`src/hw/rom_pkg.sv`:
```
// shared sizes, offsets and word types for the rom fetch subsystem, referenced as rom_pkg::name
package rom_pkg;

    // slot arrangement
    localparam int SLOT_N  = 3;                   // client slots sharing the memory
    localparam int SLOT_IW = $clog2(SLOT_N);      // bits needed to name one slot

    // memory side
    localparam int WORD_W = 32;                   // one memory word
    localparam int MEM_AW = 22;                   // word address
    localparam int AXI_AW = MEM_AW + 2;           // byte address on the AXI4-Lite bus

    // client data widths
    localparam int SLOT0_DW = 8;                  // byte client
    localparam int SLOT1_DW = 16;                 // halfword client
    localparam int SLOT2_DW = 32;                 // full word client

    // client address widths, counted in units of the client width
    // each one spans 64k memory words
    localparam int SLOT0_AW = 18;
    localparam int SLOT1_AW = 17;
    localparam int SLOT2_AW = 16;

    typedef logic [WORD_W-1:0] mem_word_t;        // word as returned by the memory
    typedef logic [MEM_AW-1:0] mem_addr_t;        // word address into the memory
    typedef logic [SLOT_IW-1:0] slot_idx_t;       // slot number used by the arbiter

    // word offsets of each slot region, 64k words apart so they never overlap
    localparam mem_addr_t SLOT0_OFS = 22'h01_0000;
    localparam mem_addr_t SLOT1_OFS = 22'h02_0000;
    localparam mem_addr_t SLOT2_OFS = 22'h03_0000;

endpackage

```
`src/hw/slot_bus_if.sv`:
```
// request and return path between one rom slot and the shared arbiter
`timescale 1ns/1ps

interface slot_bus_if;

    logic               req;        // slot wants a word, held until rvalid
    rom_pkg::mem_addr_t word_addr;  // stable while req is high
    logic               gnt;        // one cycle, AXI address issued for this slot
    logic               rvalid;     // one cycle, rdata holds the word
    rom_pkg::mem_word_t rdata;      // returned memory word

    // slot side drives the request
    modport slot (
        output req,
        output word_addr,
        input  gnt,
        input  rvalid,
        input  rdata
    );

    // arbiter side answers it
    modport arb (
        input  req,
        input  word_addr,
        output gnt,
        output rvalid,
        output rdata
    );

endinterface

```
`src/hw/rom_slot.sv`:
```
// read-only client slot with a two-word cache, instantiated once per client in rom_subsys_top
`timescale 1ns/1ps

module rom_slot #(
    parameter int                 DW  = 8,   // client data width, 8, 16 or 32
    parameter int                 AW  = 18,  // client address width in DW units
    parameter rom_pkg::mem_addr_t OFS = '0   // word offset of this slot's region
) (
    input  logic          clk,
    input  logic          rst,
    // client side
    input  logic [AW-1:0] addr,
    input  logic          addr_ok,
    output logic          data_ok,
    output logic [DW-1:0] dout,
    // memory side
    slot_bus_if.slot      mem
);

    localparam int LANES = rom_pkg::WORD_W / DW;    // client items per memory word
    localparam int LW    = $clog2(LANES);           // lane bits, 0 for a word client
    localparam int LSEL  = (LW > 0) ? LW : 1;       // keeps the lane index at least 1 bit

    logic [LSEL-1:0]    lane;         // lane inside the word, little-endian
    rom_pkg::mem_addr_t waddr;        // memory word address for the current client addr

    // cache, two entries
    logic [1:0]         val;          // entry valid
    rom_pkg::mem_addr_t tag  [2];
    rom_pkg::mem_word_t data [2];
    logic               repl;         // entry taking the next fill
    logic               hit0;
    logic               hit1;
    logic               hit;

    // miss handling
    logic               req_q;
    rom_pkg::mem_addr_t req_addr;     // word being fetched
    logic               wait_rd;      // address went out, word not back yet
    logic               fill;         // returned word accepted this cycle
    logic               fill_ok;      // ...and it is the word the client still wants
    logic               start_miss;

    // answer path
    rom_pkg::mem_word_t word_sel;
    logic               ok_q;         // registered hit or fill
    logic [AW-1:0]      ok_addr;      // client address that ok_q belongs to

    // split the client address into word index and lane
    generate
        if (LW > 0) begin : g_lane
            assign lane = addr[LSEL-1:0];
        end else begin : g_word
            assign lane = '0;         // full word client, one lane only
        end
    endgenerate

    assign waddr = rom_pkg::mem_addr_t'(addr >> LW) + OFS;

    // tag compare against both entries
    assign hit0 = val[0] && (tag[0] == waddr);
    assign hit1 = val[1] && (tag[1] == waddr);
    assign hit  = hit0 | hit1;

    assign fill       = mem.rvalid && wait_rd;
    assign fill_ok    = fill && (req_addr == waddr);
    assign start_miss = addr_ok && !hit && !req_q;

    // fresh data bypasses the cache in the fill cycle
    assign word_sel = fill ? mem.rdata : (hit0 ? data[0] : data[1]);

    assign mem.req       = req_q;
    assign mem.word_addr = req_addr;

    // drops at once when the client moves away or lets go of addr_ok
    assign data_ok = ok_q && addr_ok && (addr == ok_addr);

    always_ff @(posedge clk or posedge rst) begin
        if (rst) begin
            val     <= '0;
            repl    <= 1'b0;    // first fill lands in entry 0
            req_q   <= 1'b0;
            wait_rd <= 1'b0;
            ok_q    <= 1'b0;
        end else begin
            ok_q <= addr_ok && (hit || fill_ok);
            if (mem.gnt) begin
                wait_rd <= 1'b1;
            end
            if (fill) begin
                // word is in, release the bus and advance the victim
                wait_rd   <= 1'b0;
                req_q     <= 1'b0;
                val[repl] <= 1'b1;
                repl      <= ~repl;
            end else if (start_miss) begin
                req_q <= 1'b1;  // shows on the bus the cycle after addr_ok
            end
        end
    end

    // payload, no reset needed
    always_ff @(posedge clk) begin
        ok_addr <= addr;
        if (start_miss && !fill) begin
            req_addr <= waddr;  // held for the whole fetch
        end
        if (fill) begin
            tag[repl]  <= req_addr;
            data[repl] <= mem.rdata;
        end
        if (addr_ok && (hit || fill_ok)) begin
            dout <= word_sel[lane*DW +: DW];    // lane 0 sits in the low bits
        end
    end

endmodule

```
`src/hw/slot_arbiter.sv`:
```
// round-robin arbiter turning slot misses into single AXI4-Lite reads, one in flight at a time
`timescale 1ns/1ps

module slot_arbiter (
    input  logic                       clk,
    input  logic                       rst,
    // slot side
    slot_bus_if.arb                    slots [rom_pkg::SLOT_N],
    // AXI4-Lite read master
    output logic [rom_pkg::AXI_AW-1:0] araddr,
    output logic                       arvalid,
    input  logic                       arready,
    input  rom_pkg::mem_word_t         rdata,
    input  logic [1:0]                 rresp,   // every response taken as OKAY
    input  logic                       rvalid,
    output logic                       rready
);

    typedef enum logic [1:0] {
        S_IDLE,     // waiting for a request
        S_ADDR,     // arvalid up, waiting for arready
        S_DATA      // rready up, waiting for the word
    } state_t;

    state_t                      state;
    logic [rom_pkg::SLOT_N-1:0]  req_v;      // requests, gathered from the interfaces
    logic [rom_pkg::SLOT_N-1:0]  gnt_v;
    logic [rom_pkg::SLOT_N-1:0]  rv_v;
    logic [rom_pkg::SLOT_N-1:0]  avail;      // requests that can still be served
    rom_pkg::mem_addr_t          addr_v [rom_pkg::SLOT_N];
    rom_pkg::slot_idx_t          cur;        // slot being served, or last one served
    rom_pkg::slot_idx_t          pick;       // next slot in round-robin order
    logic                        found;
    rom_pkg::mem_word_t          rdata_q;

    // interface arrays need constant indices, so flatten them here
    for (genvar i = 0; i < rom_pkg::SLOT_N; i++) begin : g_slot
        assign req_v[i]        = slots[i].req;
        assign addr_v[i]       = slots[i].word_addr;
        assign slots[i].gnt    = gnt_v[i];
        assign slots[i].rvalid = rv_v[i];
        assign slots[i].rdata  = rdata_q;
    end

    // a slot still shows req in its rvalid cycle, keep it out of the pick
    assign avail = req_v & ~rv_v;

    // search starts one past the last served slot
    always_comb begin
        pick  = cur;
        found = 1'b0;
        for (int k = 1; k <= rom_pkg::SLOT_N; k++) begin
            if (!found && avail[(int'(cur) + k) % rom_pkg::SLOT_N]) begin
                pick  = rom_pkg::slot_idx_t'((int'(cur) + k) % rom_pkg::SLOT_N);
                found = 1'b1;
            end
        end
    end

    always_ff @(posedge clk or posedge rst) begin
        if (rst) begin
            state <= S_IDLE;
            cur   <= rom_pkg::slot_idx_t'(rom_pkg::SLOT_N - 1);    // slot 0 goes first
            gnt_v <= '0;
            rv_v  <= '0;
        end else begin
            gnt_v <= '0;    // both are single cycle strobes
            rv_v  <= '0;
            case (state)
                S_IDLE: begin
                    if (found) begin
                        cur         <= pick;
                        gnt_v[pick] <= 1'b1;    // same cycle arvalid goes up
                        state       <= S_ADDR;
                    end
                end
                S_ADDR: begin
                    if (arready) begin
                        state <= S_DATA;
                    end
                end
                S_DATA: begin
                    if (rvalid) begin
                        rv_v[cur] <= 1'b1;      // only the served slot sees it
                        state     <= S_IDLE;
                    end
                end
                default: state <= S_IDLE;
            endcase
        end
    end

    // address and data holding registers
    always_ff @(posedge clk) begin
        if (state == S_IDLE && found) begin
            araddr <= {addr_v[pick], 2'b00};    // word to byte address
        end
        if (state == S_DATA && rvalid) begin
            rdata_q <= rdata;
        end
    end

    assign arvalid = (state == S_ADDR);
    assign rready  = (state == S_DATA);

endmodule

```
`src/hw/rom_subsys_top.sv`:
```
// rom fetch subsystem top, three client slots sharing one AXI4-Lite read port
`timescale 1ns/1ps

module rom_subsys_top (
    input  logic                         clk,
    input  logic                         rst,
    // slot 0, byte client
    input  logic [rom_pkg::SLOT0_AW-1:0] client0_addr,
    input  logic                         client0_addr_ok,
    output logic                         client0_data_ok,
    output logic [rom_pkg::SLOT0_DW-1:0] client0_dout,
    // slot 1, halfword client
    input  logic [rom_pkg::SLOT1_AW-1:0] client1_addr,
    input  logic                         client1_addr_ok,
    output logic                         client1_data_ok,
    output logic [rom_pkg::SLOT1_DW-1:0] client1_dout,
    // slot 2, word client
    input  logic [rom_pkg::SLOT2_AW-1:0] client2_addr,
    input  logic                         client2_addr_ok,
    output logic                         client2_data_ok,
    output logic [rom_pkg::SLOT2_DW-1:0] client2_dout,
    // AXI4-Lite read channels
    output logic [rom_pkg::AXI_AW-1:0]   araddr,
    output logic                         arvalid,
    input  logic                         arready,
    input  logic [rom_pkg::WORD_W-1:0]   rdata,
    input  logic [1:0]                   rresp,
    input  logic                         rvalid,
    output logic                         rready
);

    slot_bus_if bus [rom_pkg::SLOT_N] ();   // one per slot

    rom_slot #(
        .DW  (rom_pkg::SLOT0_DW),
        .AW  (rom_pkg::SLOT0_AW),
        .OFS (rom_pkg::SLOT0_OFS)
    ) u_slot0 (
        .clk     (clk),
        .rst     (rst),
        .addr    (client0_addr),
        .addr_ok (client0_addr_ok),
        .data_ok (client0_data_ok),
        .dout    (client0_dout),
        .mem     (bus[0])
    );

    rom_slot #(
        .DW  (rom_pkg::SLOT1_DW),
        .AW  (rom_pkg::SLOT1_AW),
        .OFS (rom_pkg::SLOT1_OFS)
    ) u_slot1 (
        .clk     (clk),
        .rst     (rst),
        .addr    (client1_addr),
        .addr_ok (client1_addr_ok),
        .data_ok (client1_data_ok),
        .dout    (client1_dout),
        .mem     (bus[1])
    );

    rom_slot #(
        .DW  (rom_pkg::SLOT2_DW),
        .AW  (rom_pkg::SLOT2_AW),
        .OFS (rom_pkg::SLOT2_OFS)
    ) u_slot2 (
        .clk     (clk),
        .rst     (rst),
        .addr    (client2_addr),
        .addr_ok (client2_addr_ok),
        .data_ok (client2_data_ok),
        .dout    (client2_dout),
        .mem     (bus[2])
    );

    slot_arbiter u_arb (
        .clk     (clk),
        .rst     (rst),
        .slots   (bus),
        .araddr  (araddr),
        .arvalid (arvalid),
        .arready (arready),
        .rdata   (rdata),
        .rresp   (rresp),
        .rvalid  (rvalid),
        .rready  (rready)
    );

endmodule

```
`config.mk`:
```
export PLATFORM = sky130hd
export DESIGN_NAME = rom_subsys_top
export DESIGN_NICKNAME = d
export VERILOG_FILES = /design/src/hw/rom_pkg.sv /design/src/hw/slot_bus_if.sv /design/src/hw/rom_slot.sv /design/src/hw/slot_arbiter.sv /design/src/hw/rom_subsys_top.sv
export SDC_FILE = /design/constraint.sdc
export NUM_CORES = 1
export LEC_CHECK = 0
export ABC_AREA = 1
export BUFFER_PORTS_ARGS = -buffer_cell sky130_fd_sc_hd__buf_2
export CAP_MARGIN = 20
export CORE_MARGIN = 2
export CORE_UTILIZATION = 35
export DETAILED_ROUTE_END_ITERATION = 10
export PLACE_DENSITY = 0.64
export SLEW_MARGIN = 20
export SYNTH_ARGS = -nofsm -noshare
export SYNTH_HDL_FRONTEND = slang
export SYNTH_SLANG_ARGS = --single-unit
```
`constraint.sdc`:
```
create_clock -name clk -period 3.6 [get_ports clk]
set_input_delay 0.72 -clock clk [delete_from_list [all_inputs] [get_ports clk]]
set_output_delay 0.72 -clock clk [all_outputs]
set_load 0.005 [all_outputs]
```
==> out/results.ini <==
[finish]
multiInputGateArea_um2 = 6150
drive_gt1_frac = 0.153
fillerInstances = 6054
regArea_um2 = 15000
syn2layout_area_growth_pct = 16.7
stdcell_count = 3225
nNetsFinal = 2423

[route]
dr.max_layer_used = met4
wl_met1_um = 28000
drtIter0Drc = 1429
num_vias = 15900
wl_met2_um = 28600
drc_errors = 0
viasPerCell = 4.93
postRouteAntennaNets = 0
dr.pass1.iters = 6
wl_met3_um = 3830
wire_per_inst_um = 19.2
wl_um = 62000

[floorplanning]
rows = 93
dieWidth_um = 258
dieHeight_um = 258
fp.coreArea_um2 = 64100
initial_core_util = 0.352
pin_count = 177
dieArea_um2 = 66500

[sta]
period_share = 0.819
finalHoldViolations = 0
rsz0062_at_grt = no
slew_violations = 0
fin_setup_tns_ns = 0
min_period_ns = 2.95
fmax_mhz = 339
setup_viol = 0
slew_headroom = 0.261
worstMarginPinSlew_ns = 1.11
finClkSkew_ns = 0.0146
whs_ns = 0.196

[place]
gp_congestion = 0.970
portBuffers = 168
dp.cells = 3125
hpwl_um = 44300

[cts]
cts_hold_buf = 0
post-cts-setup-buffers = 0
clkSinkCount = 521
clk_path_buf_depth = 3
cts_tree = built
cts_root_buffer = clkbuf_16
htree_levels = 2
cts_resized = 0
path_clk_slew_ns = 0.06
cts_buffers = 53
clk_latency_ns = 0.61

[logic_synthesis]
synth_ff_type = edfxtp_1
synth_area_leader_cell = edfxtp_1
syn_area_um2 = 22600
yosys_register_bits = 521
yosysTopAreaCellShare = 0.588
ys_seq_area_frac = 0.665
synth_cell_type_count = 52
synth_area_leaders = edfxtp_1 (59%), nand2_1 (9.4%), inv_1 (4.6%), dfxtp_1 (4.5%), o21ai_0 (3.2%)
synth_edf_count = 442
synthArstFlopShare = 0.0537
syn_inst = 2127
ys_warn_count = 0
avgSynthCellArea_um2 = 10.6

[global_route]
antenna_found_initial = 3
grtUsageTotal = 0.186
grt_max_degree = 68
gr-total-overflow = 0
grt_pass1_vias = 15700
grt_first_pass_wirelength_um = 94400

[worst_setup_path]
cp-start-kind = register
required_ns = 3.94
r2r_cells = 11
rr_startpoint = u_arb.cur[1]
critPathLaunch = u_arb.cur[1]
critical_path_peak_fanout = 19
worstPathArrival_ns = 3.29
path_class = register to register
cp-end-kind = register

[power]
total_power_mw = 16.0
powerDensity_nw_per_um2 = 607
peakVddDrop_mv = 0.408
leakage_nw = 10.9

[run_status]
status = completed

[flow_run]
maxCapViolCount = 0

[worst_hold_path]
hp-class = input port to async pin

## worst max-delay path, cell delays in order, from the launching register on
cell and delay [ns]:
dfstp_2 0.54, inv_1 0.07, ha_1 0.38, inv_2 0.07, o21ai_1 0.21, nand2_2 0.16
nand3_1 0.18, nand4_4 0.29, nand2_4 0.32, inv_4 0.16, nand3_1 0.17, nand2_1 0.12
## report_power, final
group / internal (mW) / switching (mW) / leakage (nW)
clock: 3.39 / 2.38 / 0.893
sequential: 7.13 / 0.274 / 4.76
combinational: 0.776 / 2.02 / 5.24
## synthesized netlist by cell type (13+ instances only)
cell type,instances
nand3_1,84
a21oi_1,76
o21ai_1,13
clkbuf_1,27
edfxtp_1,442
or2_2,24
nor3_1,16
xnor2_1,22
buf_4,13
inv_2,15
dfrtp_1,27
nor4_1,14
nor2_1,93
xor2_1,30
inv_1,275
dfxtp_1,51
nand4_1,63
o21ai_0,144
o22ai_1,31
nand2_1,563
## metrics by stage
step | cell area [µm²] | setup WS (ns) | util
2_1_floorplan | 22600 | 0.285 | -
4_1_cts | 26300 | 0.689 | 0.410
6_report | 26300 | 0.650 | 0.410
5_1_grt | 26300 | 0.515 | 0.410
3_5_place_dp | 24500 | 0.587 | 0.382
3_3_place_gp | 24500 | 0.593 | 0.382
## logic make-up (layout without fill, tap and decap cells)
family / after synthesis / in the layout / share of synthesized area
xor gates and xnor gates: 52 / 52 / 0.0202
other: 1 / 7 / 0.000166
adders and majority gates: 6 / 6 / 0.00333
AOI/OAI and AO/OA: 290 / 290 / 0.0706
DFF: 521 / 521 / 0.665
and+or+nand+nor: 896 / 896 / 0.175
buffers and inverters: 361 / 598 / 0.0662
## routing by layer
layer,vias to the layer above,track usage
met5,-,0
met4,0,0.0580
met3,110,0.0297
met2,586,0.297
met1,7614,0.259
li1,7598,-
## worst paths after layout
check | to | slack (ns)
worst max-delay path | u_arb.araddr[2] | 0.65
worst min-delay path | u_slot1.val[1] | 0.20
worst max register to register | u_arb.araddr[2] | 0.65
worst min register to register | u_slot0.wait_rd | 0.49
max in group asynchronous | u_arb.cur[1] | 3.06
min in group clk | u_slot2.ok_addr[1] | 0.26
## flip-flops by register name (all words and copies together) (netlist names), 3 cells and up
name	count
u_slot1.data	64
u_arb.gnt_v	3
u_slot2.data	64
u_slot2.dout	32
u_slot2.ok_addr	16
u_arb.slots.rdata	32
u_slot0.mem.word_addr	16
u_arb.araddr	18
u_slot0.data	64
u_slot0.ok_addr	18
u_arb.rv_v	3
u_slot1.ok_addr	17
u_slot0.tag	32
u_slot1.tag	32
u_slot2.tag	32
u_slot1.dout	16
u_slot2.mem.word_addr	16
u_slot0.dout	8
u_slot1.mem.word_addr	16
## final cells by class
class / instances / area share
antenna: 1 / 0.0000951
sequential: 521 / 0.570
clock inverter: 31 / 0.0121
timing repair buffer: 203 / 0.0438
inverter: 296 / 0.0424
tap: 855 / 0.0406
multi-input combinational: 1250 / 0.234
clock buffer: 68 / 0.0573
## layout by cell type, fill, tap and decap left out, types with 10 or more instances in the layout
master	Yosys	layout
nor2_1	93	86
buf_2	12	168
inv_2	15	15
dfxtp_1	51	51
buf_4	13	31
nand2_1	563	563
o21ai_0	144	144
clkinv_2	0	10
nand3_1	84	82
a21oi_1	76	76
dfrtp_1	27	27
nand3_2	10	12
clkbuf_16	0	57
inv_1	275	274
xnor2_1	22	22
o22ai_1	31	31
o21ai_1	13	13
nand4_1	63	63
edfxtp_1	442	442
or2_2	24	24
nor4_1	14	14
clkinv_1	4	12
xor2_1	30	30
nor3_1	16	15
Power figures use the tool's default switching activity.
